===== src/common/webp_fetch_defines.svh =====
// WebP fetch stage constants
// Bus widths, burst lengths and the macroblock byte stride
`ifndef WEBP_FETCH_DEFINES_SVH
`define WEBP_FETCH_DEFINES_SVH

// AXI4 read port
`define WF_ADDR_WIDTH     64
`define WF_DATA_WIDTH     256
`define WF_ID_WIDTH       2
`define WF_USER_WIDTH     8
`define WF_CTX_WIDTH      32

// Frame size and encoder parameter fields
`define WF_DIM_WIDTH      32
`define WF_SCALAR_WIDTH   32
`define WF_COEF_WIDTH     128

// Burst shapes
`define WF_DQM_BEATS      6
`define WF_DQM_IDX_WIDTH  3
`define WF_MB_BEATS       3
`define WF_BEAT_BYTES     (`WF_DATA_WIDTH / 8)
`define WF_MB_BYTES       (`WF_MB_BEATS * `WF_BEAT_BYTES)

`endif


===== src/common/webp_fetch_pkg.sv =====
// WebP fetch stage types
// Read master states and the steering tag of each R beat
package webp_fetch_pkg;

    // Read master sequence
    typedef enum logic [2:0] {
        IDLE,
        DQM_REQ,
        DQM_DATA,
        MB_REQ,
        MB_DATA,
        DONE
    } rd_state_t;

    // Where an accepted R beat goes
    typedef enum logic [1:0] {
        NONE,
        DQM,
        MB
    } beat_kind_t;

endpackage


===== src/rtl/yuv_beat_pack.sv =====
// Macroblock beat packer
// Collects Y0 and Y1 beats, then writes Y0, Y1 and UV FIFOs together on the UV beat
`timescale 1ns/100ps
`include "webp_fetch_defines.svh"

module yuv_beat_pack (
    input  logic                          clk,
    input  logic                          rst_n,
    input  webp_fetch_pkg::beat_kind_t    beat_kind,
    input  logic [`WF_DATA_WIDTH-1:0]     beat_data,
    input  logic                          beat_valid,
    input  logic                          beat_last,
    output logic [`WF_DATA_WIDTH-1:0]     y0_fifo_din,
    output logic [`WF_DATA_WIDTH-1:0]     y1_fifo_din,
    output logic [`WF_DATA_WIDTH-1:0]     uv_fifo_din,
    output logic                          fifo_wr
);

    import webp_fetch_pkg::*;

    logic       mb_beat;
    logic [1:0] beat_cnt;

    assign mb_beat = beat_valid && (beat_kind == MB);

    always_ff @(posedge clk or negedge rst_n) begin
        if (!rst_n) begin
            beat_cnt <= 2'd0;
            fifo_wr  <= 1'b0;
        end else begin
            fifo_wr <= mb_beat && beat_last;
            if (mb_beat) begin
                beat_cnt <= beat_last ? 2'd0 : beat_cnt + 2'd1;
            end
        end
    end

    // ------------------------------------------------------------------------
    // Beat holding registers
    // ------------------------------------------------------------------------
    always_ff @(posedge clk) begin
        if (mb_beat) begin
            if (beat_last) begin
                uv_fifo_din <= beat_data;
            end else begin
                case (beat_cnt)
                    2'd0:    y0_fifo_din <= beat_data;
                    2'd1:    y1_fifo_din <= beat_data;
                    default: ;
                endcase
            end
        end
    end

endmodule


===== config.mk =====
export PLATFORM = sky130hd
export DESIGN_NAME = yuv_beat_pack
export DESIGN_NICKNAME = d
export VERILOG_FILES = /design/src/common/webp_fetch_pkg.sv /design/src/rtl/yuv_beat_pack.sv
export VERILOG_INCLUDE_DIRS = /design/src /design/src/common
export SDC_FILE = /design/constraint.sdc
export NUM_CORES = 1
export LEC_CHECK = 0
export BUFFER_PORTS_ARGS = -buffer_cell sky130_fd_sc_hd__buf_2
export CAP_MARGIN = 10
export CORE_AREA = 4 4 394 396
export DETAILED_ROUTE_END_ITERATION = 16
export DIE_AREA = 0 0 398 400
export GPL_ROUTABILITY_DRIVEN = 1
export HOLD_SLACK_MARGIN = 0.03
export MAX_ROUTING_LAYER = met4
export PLACE_DENSITY = 0.35
export SLEW_MARGIN = 30
export SYNTH_ARGS = -nofsm -noshare
export SYNTH_HDL_FRONTEND = slang
export SYNTH_SLANG_ARGS = --single-unit

===== constraint.sdc =====
create_clock -name clk -period 24.1 [get_ports clk]
set_clock_uncertainty 0.05 [all_clocks]
set_input_delay 2.41 -clock clk [delete_from_list [all_inputs] [get_ports clk]]
set_output_delay 2.41 -clock clk [all_outputs]
set_load 0.05 [all_outputs]

==> run_results.csv, run 1 <==
group,metric,value,unit
global_routing,grt_pass1_wl,108,mm
yosys,ys_warn_count,0,
routing,first_pass_iters,7,
worst_setup_path,crit_end,"uv_fifo_din[191]",
die,die_h,400,um
clock_network,clk_latency,0.65,ns
yosys,synth_area_leader_cell,"edfxtp_1",
sta,tns,0,ns
die,ioPinCount,1031,
worst_setup_path,rr_endpoint,"y0_fifo_din[232]",
yosys,ys_types,10,
place,gp_congestion,0.880,
place,dp.cells,3858,
routing,drc,0,
global_routing,grt_overflow,0,
die,dieWidth,398,um
worst_setup_path,setup.worst_path.start,"beat_valid",
place,dpl_cell_area,31100,sq um
clock_network,h-tree-depth,3,
flow_run,drv_cap,0,
hold_path,hold_class,"reg -> reg",
cells_and_area,syn2layout_area_growth,46.8,%
yosys,syn_area,23200,sq um
die,rows,143,
global_routing,grt_max_degree,130,
clock_network,cts.sinks,771,
cells_and_area,area.sequential,23100,sq um
yosys,ys_seq_elements,771,
routing,ant_nets,0,
clock_network,cts_setup_buffers,0,
clock_network,root_buffer,"clkbuf_16",
cells_and_area,nNetsFinal,2187,
cells_and_area,drive_gt1_share,59.2,%
place,detailed_place_hpwl,63.2,mm
worst_setup_path,path_max_fanout,50,
worst_setup_path,crit_path_start_kind,"primary input",
clock_network,cts_hold_buf,0,
yosys,postSynthNetCount,1048,
clock_network,numCtsBuffers,90,
power_and_ir_drop,p_per_area,90.3,nW/um^2
outcome,outcome,"completed",
worst_setup_path,crit_family,"buffers and inverters",
power_and_ir_drop,p_leak,12.7,nW
sta,period_minus_slack,5.15,ns
yosys,yosysSeqAreaShare,99.5,%
cells_and_area,multi_input_area,123,sq um
worst_setup_path,cpPeakStageDelay,0.68,ns
worst_setup_path,r2r_cells,6,
worst_setup_path,crit_top_cell,"buf_4",
hold_path,hold_path.startpoint,"beat_cnt[1]",
worst_setup_path,slowest_stage,"buf_4",
clock_network,cts_tree,"done",
die,initial_utilization,15.3,%
yosys,synth_area_per_cell,29.7,sq um
power_and_ir_drop,peakVddDrop,57.7,uV
worst_setup_path,worst-setup-path-type,"in -> reg",
sta,worst_pin_slew,0.959,ns
routing,wl,83.1,mm
global_routing,antenna_found_initial,23,
worst_setup_path,end_kind,"flip-flop",
sta,holdWs,0.503,ns
routing,dr.first_iter.drc_count,700,
cells_and_area,fill_cells,15900,
worst_setup_path,crit_required,24.34,ns
worst_setup_path,cp_cell_sequence,"buf_2 > nand3b_4 > nor2_4 > buf_4 > buf_4 > buf_4",
sta,rsz0062_at_grt,"false",
cells_and_area,final_util,22.5,%
routing,viasPerCell,3.17,
global_routing,first_global_vias,13300,
sta,fin_crit_sh,21.4,%
sta,maxSlewHeadroom,36.0,%
die,core-area,152000,sq um
sta,fmax,0.194,GHz
sta,finalHoldViolCount,0,
worst_setup_path,crit_arrival,5.39,ns
cells_and_area,final_common_cell,"buf_2",
cells_and_area,layout_common_cells,"1030 x buf_2, 768 x edfxtp_1, 92 x clkbuf_16",
die,dieArea,159000,sq um
clock_network,clkSlewWorstSetupHoldPaths,0.06,ns
routing,wire_per_inst,20.6,um
place,port_buffers,1030,
global_routing,grtUsageTotal,9.98,%
cells_and_area,stdcell_area,34100,sq um
worst_setup_path,rrSetupSlack,20.47,ns
clock_network,ctsLongestPathBuffers,3,
sta,final_max_slew_viol_count,0,
cells_and_area,fin_cells,4040,
yosys,synth_area_leaders,"edfxtp_1 99%, dfrtp_1 0.32%, ha_1 0.11%, nand3b_4 0.086%, mux2_4 0.065%",
routing,num_vias,12800,
yosys,synthCells,784,
sta,setup_viol,0,
worst_setup_path,path_buf_inv,4,
clock_network,cts_resized,0,
worst_setup_path,r2r_start,"beat_cnt[0]",
worst_setup_path,worst-path-stages,6,
yosys,synth.top_cell.area_share,99.2,%
==> cells in the mapped netlist, drive strengths merged <==
cell type,instances
mux2i,1
nor3b,2
ha,2
nand3b,1
inv,3
edfxtp,768
dfrtp,3
nor2,2
nand2b,1
mux2,1
==> metrics by stage <==
| step | setup slack, ns | total power, mW |
|---|---|---|
| detailed placement | 17.89 | 1.78 |
| CTS | 18.65 | 3.14 |
| global route | 18.77 | 3.20 |
| global placement | 18.09 | 1.77 |
| finish | 18.95 | 3.08 |
| floorplan | 1.74 | 1.70 |
==> per-layer routing <==
| metal | vias to the layer above | GRT usage [%] | share of wire [%] |
|---|---|---|---|
| li1 | 5542 | - | - |
| met1 | 6444 | 10.1 | 34 |
| met3 | 143 | 4.40 | 10 |
| met2 | 671 | 17.2 | 53 |
| met5 | - | - | 0 |
| met4 | 0 | 3.49 | 2.7 |
==> worst min path at each step <==
stage                       end  cells past startpoint  slack [ns]
global placement    beat_cnt[1]                      2        0.48
CTS                 beat_cnt[1]                      2        0.51
global route        beat_cnt[1]                      2        0.54
finish              beat_cnt[1]                      2        0.50
detailed placement  beat_cnt[1]                      2        0.50
floorplan           beat_cnt[1]                      2        0.46
==> cell families after synthesis <==
kind of cell	share of synthesized area (%)
flip-flops	99.5
AND/OR/NAND/NOR	0.210
buffers and inverters	0.0484
multiplexers	0.108
adder cells (fa/ha/maj)	0.108
==> power breakdown <==
group          internal (mW)  switching, mW  leakage (nW)
Combinational         0.0409          0.178          4.24
Clock                  0.797          0.538          1.43
Sequential              1.52        0.00838          6.98
==> area by class of cell <==
cell class	instances	area share (%)
clock buffers	109	6.93
flip-flops and latches	771	67.8
well taps	2030	7.44
clock inverters	55	1.62
diodes	15	0.110
multi-input cells	10	0.359
repair buffers	1047	15.7
inverters	3	0.0330
==> worst reg2reg max path: stages (launching register included) <==
cell     delay (ns)
dfrtp_1        0.41
inv_1          0.07
ha_1           0.15
nor3b_4        0.53
buf_4          0.45
buf_4          0.70
buf_4          0.83
==> flip-flops by register name, indices dropped and copies added (netlist names) <==
register,flops
uv_fifo_din,256
y0_fifo_din,256
fifo_wr,1
beat_cnt,2
y1_fifo_din,256
Note: power is estimated with default switching activity, not from simulation.
==> run 2: changes to the inputs <==
--- a/config.mk
+++ b/config.mk
@@ -14,7 +14,7 @@
 export GPL_ROUTABILITY_DRIVEN = 1
 export HOLD_SLACK_MARGIN = 0.03
 export MAX_ROUTING_LAYER = met4
-export PLACE_DENSITY = 0.35
+export PLACE_DENSITY = 0.36
 export SLEW_MARGIN = 30
 export SYNTH_ARGS = -nofsm -noshare
 export SYNTH_HDL_FRONTEND = slang
==> constraint.sdc (replaced) <==
create_clock -name clk -period 4.2 [get_ports clk]
set_clock_uncertainty 0.05 [all_clocks]
set_input_delay 0.42 -clock clk [delete_from_list [all_inputs] [get_ports clk]]
set_output_delay 0.42 -clock clk [all_outputs]
set_load 0.05 [all_outputs]
==> run 2 against run 1 <==
- worst setup slack worse by 17 ns
- non-clock buffer count is 264 higher
- hold slack got worse by 0.35 ns
- final cell count up 6.4%
- design area grew 7.7%
- largest cell class unchanged
- largest power group unchanged
- highest routed layer unchanged
==> run_results.csv, run 2 (synthesis results as in run 1) <==
group,metric,value,unit
outcome,outcome,"completed",
routing,num_vias,14000,
hold_path,hold_class,"in -> reg",
clock_network,cts.sinks,771,
cells_and_area,final_common_cell,"buf_2",
sta,finalHoldViolCount,0,
worst_setup_path,setup.worst_path.start,"beat_cnt[0]",
cells_and_area,top_regs,"uv_fifo_din x256, y0_fifo_din x256, y1_fifo_din x256",
clock_network,root_buffer,"clkbuf_16",
place,port_buffers,1030,
routing,dr.first_iter.drc_count,700,
die,die_h,400,um
sta,worst_pin_slew,1.07,ns
clock_network,ctsLongestPathBuffers,3,
worst_setup_path,r2r_cells,5,
hold_path,min_to,"beat_cnt[0]",
place,dpl_cell_area,31200,sq um
die,dieArea,159000,sq um
cells_and_area,stdcell_area,36800,sq um
sta,worst_slack,1.92,ns
worst_setup_path,worst-setup-path-type,"reg -> reg",
cells_and_area,syn2layout_area_growth,58.2,%
routing,wl,86.6,mm
flow_run,drv_cap,0,
die,rows,143,
worst_setup_path,end_kind,"flip-flop",
sta,period_minus_slack,2.28,ns
global_routing,grt_overflow,0,
clock_network,h-tree-depth,3,
sta,final_max_slew_viol_count,0,
power_and_ir_drop,fin_total_pwr,18.0,mW
hold_path,hold_path.startpoint,"beat_last",
worst_setup_path,crit_path_start_kind,"flip-flop",
global_routing,grt_max_degree,122,
global_routing,antenna_found_initial,24,
routing,wire_per_inst,20.2,um
sta,rsz0062_at_grt,"false",
power_and_ir_drop,p_leak,13.7,nW
clock_network,cts_tree,"done",
clock_network,cts_setup_buffers,0,
cells_and_area,drive_gt1_share,52.3,%
worst_setup_path,r2r_start,"beat_cnt[0]",
die,dieWidth,398,um
hold_path,holdPathStages,3,
sta,holdWs,0.153,ns
worst_setup_path,crit_arrival,2.53,ns
global_routing,grtUsageTotal,10.5,%
sta,fin_crit_sh,54.4,%
power_and_ir_drop,p_per_area,489,nW/um^2
routing,viasPerCell,3.25,
worst_setup_path,rr_endpoint,"y0_fifo_din[42]",
sta,setup_viol,0,
global_routing,grt_pass1_wl,114,mm
global_routing,first_global_vias,14900,
routing,drc,0,
die,initial_utilization,15.3,%
clock_network,clkSlewWorstSetupHoldPaths,0.06,ns
clock_network,cts_resized,0,
worst_setup_path,rrSetupSlack,1.92,ns
die,ioPinCount,1031,
routing,ant_nets,0,
cells_and_area,layout_common_cells,"1030 x buf_2, 768 x edfxtp_1, 260 x dlygate4sd3_1",
power_and_ir_drop,peakVddDrop,305,uV
sta,maxSlewHeadroom,28.9,%
worst_setup_path,path_max_fanout,90,
cells_and_area,nNetsFinal,2448,
clock_network,clk_latency,0.66,ns
worst_setup_path,crit_required,4.45,ns
sta,fmax,0.438,GHz
die,core-area,152000,sq um
place,place_ws,1.62,ns
clock_network,numCtsBuffers,87,
routing,first_pass_iters,5,
place,gp_congestion,0.920,
place,detailed_place_hpwl,64.4,mm
==> run 2: cell count changes in the layout (fill, tap and decap cells not counted), moves of 2 or more <==
cell and change:
clkinv_8 -2, clkinv_2 -5, clkbuf_16 -5, clkinvlp_4 +2, buf_12 +7, bufinv_16 +3, dlygate4sd3_1 +260, diode_2 -3
clkinv_1 +3, buf_16 -3, clkbuf_1 -2
==> run 2: power by group <==
| part | leakage [nW] | switching [mW] | internal, mW |
|---|---|---|---|
| clock | 1.40 | 3.15 | 4.57 |
| combinational | 5.36 | 1.08 | 0.403 |
| sequential | 6.98 | 0.0504 | 8.71 |
| total | 13.7 | 4.29 | 13.7 |
==> run 2: layout make-up <==
cell class	count	area, sq um
antenna	12	30.0
clock buffer	102	2230
clock inverter	59	672
fill	15800	115000
inverter	3	11.3
multi-input combinational	10	129
sequential	771	23100
tap	2030	2540
timing repair buffer	1311	8020
==> run 2: worst max-delay path, cell delays in order, from the launching register on <==
cell and delay [ns]:
dfrtp_1 0.41, inv_1 0.08, ha_1 0.14, nor3b_4 0.27
buf_12 0.32, buf_4 0.51
==> run 2: how the worst max path moves through the flow <==
stage | end | slack (ns) | cells after the start
2_1_floorplan | y0_fifo_din[0] | -3.40 | 2
3_3_place_gp | y0_fifo_din[14] | 1.71 | 5
3_5_place_dp | y0_fifo_din[122] | 1.62 | 5
4_1_cts | y0_fifo_din[208] | 1.78 | 5
5_1_grt | y0_fifo_din[109] | 1.74 | 5
6_report | y0_fifo_din[42] | 1.92 | 5
==> run 2: routing by layer <==
| metal | share of wire [%] | global-route usage [%] |
|---|---|---|
| met1 | 37 | 11.4 |
| met2 | 51 | 17.6 |
| met3 | 8.7 | 3.34 |
| met4 | 3.6 | 4.60 |
| met5 | 0 | - |
==> run 2: timing repair <==
item / CTS / global route
hold buffers: 260 / 0
endpoints found under the hold margin: 765 / 0
setup endpoints to repair: 0 / 0
==> run 2: through the flow <==
stage               setup TNS [ns]  util (%)  std cells
floorplan                 -1929.74         -        784
global placement                 0      20.6       3865
detailed placement               0      20.6       3865
CTS                              0      24.2       4286
global route                     0      24.3       4291
finish                           0      24.3       4298
==> run 3: changes to the inputs <==
==> constraint.sdc (replaced) <==
create_clock -name clk -period 2.1 [get_ports clk]
set_clock_uncertainty 0.05 [all_clocks]
set_input_delay 0.21 -clock clk [delete_from_list [all_inputs] [get_ports clk]]
set_output_delay 0.21 -clock clk [all_outputs]
set_load 0.05 [all_outputs]
==> run 3 against run 2 <==
- sequential share of layout area is 0.52 points lower
- total power increased by 97%
- via count increased by 1.4%
- critical endpoint is now y0_fifo_din[26]
- sequential power grew 100%
==> run_results.csv, run 3 (synthesis results as in run 1) <==
group,metric,value,unit
worst_setup_path,cp_cell_sequence,"buf_2",
worst_setup_path,crit_required,1.84,ns
routing,dr.first_iter.drc_count,810,
routing,wl,90.9,mm
die,die_h,400,um
worst_setup_path,worst-setup-path-type,"reg -> out",
power_and_ir_drop,p_leak,13.9,nW
global_routing,grt_max_degree,37,
power_and_ir_drop,netSwitchingFraction,24.4,%
hold_path,holdPathStages,4,
routing,ant_nets,0,
worst_setup_path,path_max_fanout,1,
global_routing,antenna_found_initial,14,
sta,worst_pin_slew,0.425,ns
worst_setup_path,rr_endpoint,"y0_fifo_din[129]",
worst_setup_path,cpPeakStageDelay,0.60,ns
die,core-area,152000,sq um
sta,period_minus_slack,1.89,ns
worst_setup_path,slowest_stage,"edfxtp_1",
place,detailed_place_hpwl,70.6,mm
clock_network,cts_tree,"done",
worst_setup_path,setup.worst_path.start,"y0_fifo_din[26]",
power_and_ir_drop,power.share.sequential,49.5,%
clock_network,numCtsBuffers,85,
routing,num_vias,14200,
power_and_ir_drop,p_sw,8.63,mW
sta,holdWs,0.169,ns
global_routing,grt_pass1_wl,120,mm
worst_setup_path,crit_family,"flip-flops",
worst_setup_path,crit_path_start_kind,"flip-flop",
flow_run,drv_cap,0,
outcome,outcome,"completed",
clock_network,clk_latency,0.66,ns
clock_network,cts.sinks,771,
place,port_buffers,1030,
power_and_ir_drop,power_frac_clock,41.8,%
sta,fin_crit_sh,90.2,%
power_and_ir_drop,internal-power,26.8,mW
sta,setup_viol,0,
worst_setup_path,rrSetupSlack,0.22,ns
cells_and_area,drive_gt1_share,53.5,%
worst_setup_path,crit_arrival,1.63,ns
place,dpl_cell_area,31700,sq um
clock_network,root_buffer,"clkbuf_16",
worst_setup_path,crit_end,"y0_fifo_din[26]",
clock_network,clkSlewWorstSetupHoldPaths,0.06,ns
power_and_ir_drop,peakVddDrop,627,uV
power_and_ir_drop,p_per_area,955,nW/um^2
global_routing,first_global_vias,15200,
worst_setup_path,worst-path-stages,1,
cells_and_area,final_common_cell,"buf_2",
sta,final_max_slew_viol_count,0,
die,ioPinCount,1031,
global_routing,grt_overflow,0,
sta,finalHoldViolCount,0,
global_routing,grtUsageTotal,11.1,%
cells_and_area,top_regs,"uv_fifo_din x256, y0_fifo_din x256, y1_fifo_din x256",
sta,rsz0062_at_grt,"false",
sta,fmax,0.528,GHz
cells_and_area,stdcell_area,37100,sq um
cells_and_area,nNetsFinal,2488,
clock_network,h-tree-depth,3,
die,initial_utilization,15.3,%
worst_setup_path,path_buf_inv,1,
hold_path,hold_class,"in -> reg",
clock_network,ctsLongestPathBuffers,3,
sta,maxSlewHeadroom,71.7,%
die,dieArea,159000,sq um
worst_setup_path,r2r_start,"beat_cnt[0]",
routing,viasPerCell,3.27,
clock_network,cts_setup_buffers,0,
place,gp_congestion,0.923,
die,rows,143,
routing,wire_per_inst,21.0,um
routing,first_pass_iters,5,
routing,drc,0,
cells_and_area,layout_common_cells,"1030 x buf_2, 768 x edfxtp_1, 262 x dlygate4sd3_1",
cells_and_area,syn2layout_area_growth,59.5,%
die,dieWidth,398,um
worst_setup_path,r2r_cells,5,
worst_setup_path,end_kind,"output pin",
power_and_ir_drop,power_frac_comb,8.6,%
run 3: metrics by stage:
| stage | TNS, ns | setup slack [ns] | std cells | utilization (%) | total power [mW] |
|---|---|---|---|---|---|
| floorplan | -3458.52 | -5.45 | 784 | - | 19.4 |
| global placement | 0 | 0.182 | 3905 | 20.9 | 20.5 |
| detailed placement | 0 | 0.176 | 3905 | 20.9 | 20.5 |
| CTS | 0 | 0.0787 | 4324 | 24.5 | 36.1 |
| global route | 0 | 0.111 | 4328 | 24.5 | 36.8 |
| finish | 0 | 0.205 | 4329 | 24.5 | 35.4 |
run 3: layout make-up:
type / count / area [sq um]
fillers: 15700 / 114000
flip-flops and latches: 771 / 23100
repair buffers: 1353 / 8490
well taps: 2030 / 2540
clock buffers: 96 / 2170
clock inverters: 61 / 591
multi-input cells: 10 / 131
diodes: 5 / 12.5
inverters: 3 / 11.3
run 3: worst min-delay path, delay by kind of cell:
kind,cells,cell delay (ns)
and+or+nand+nor,2,0.19
buffers and inverters,2,0.27
run 3: repair_timing:
action,in CTS,in global routing
gates resized for setup,0,0
endpoints found under the hold margin,780,0
hold buffers,262,0
run 3: how the worst min path moves through the flow:
stage / startpoint / end / slack (ns)
floorplan: rst_n / beat_cnt[0] / -0.14
global placement: rst_n / beat_cnt[1] / -0.02
detailed placement: rst_n / fifo_wr / -0.02
CTS: beat_valid / uv_fifo_din[56] / 0.08
global route: beat_valid / uv_fifo_din[42] / 0.13
finish: beat_valid / uv_fifo_din[42] / 0.17
run 3: per-layer routing:
| layer | global-route usage, % | share of wire (%) | up-vias |
|---|---|---|---|
| li1 | - | - | 6140 |
| met1 | 12.2 | 37 | 7192 |
| met2 | 18.4 | 51 | 706 |
| met3 | 3.61 | 8.7 | 137 |
| met4 | 4.71 | 3.3 | 0 |
| met5 | - | 0 | - |
run 3: power by group through the flow:
stage / registers [mW] / clock network (mW) / logic (mW)
6_report: 17.5 / 14.8 / 3.06
5_1_grt: 17.6 / 16.1 / 3.20
4_1_cts: 17.5 / 15.4 / 3.11
3_5_place_dp: 17.9 / 0 / 2.68
3_3_place_gp: 17.9 / 0 / 2.67
2_1_floorplan: 19.2 / 0 / 0.196
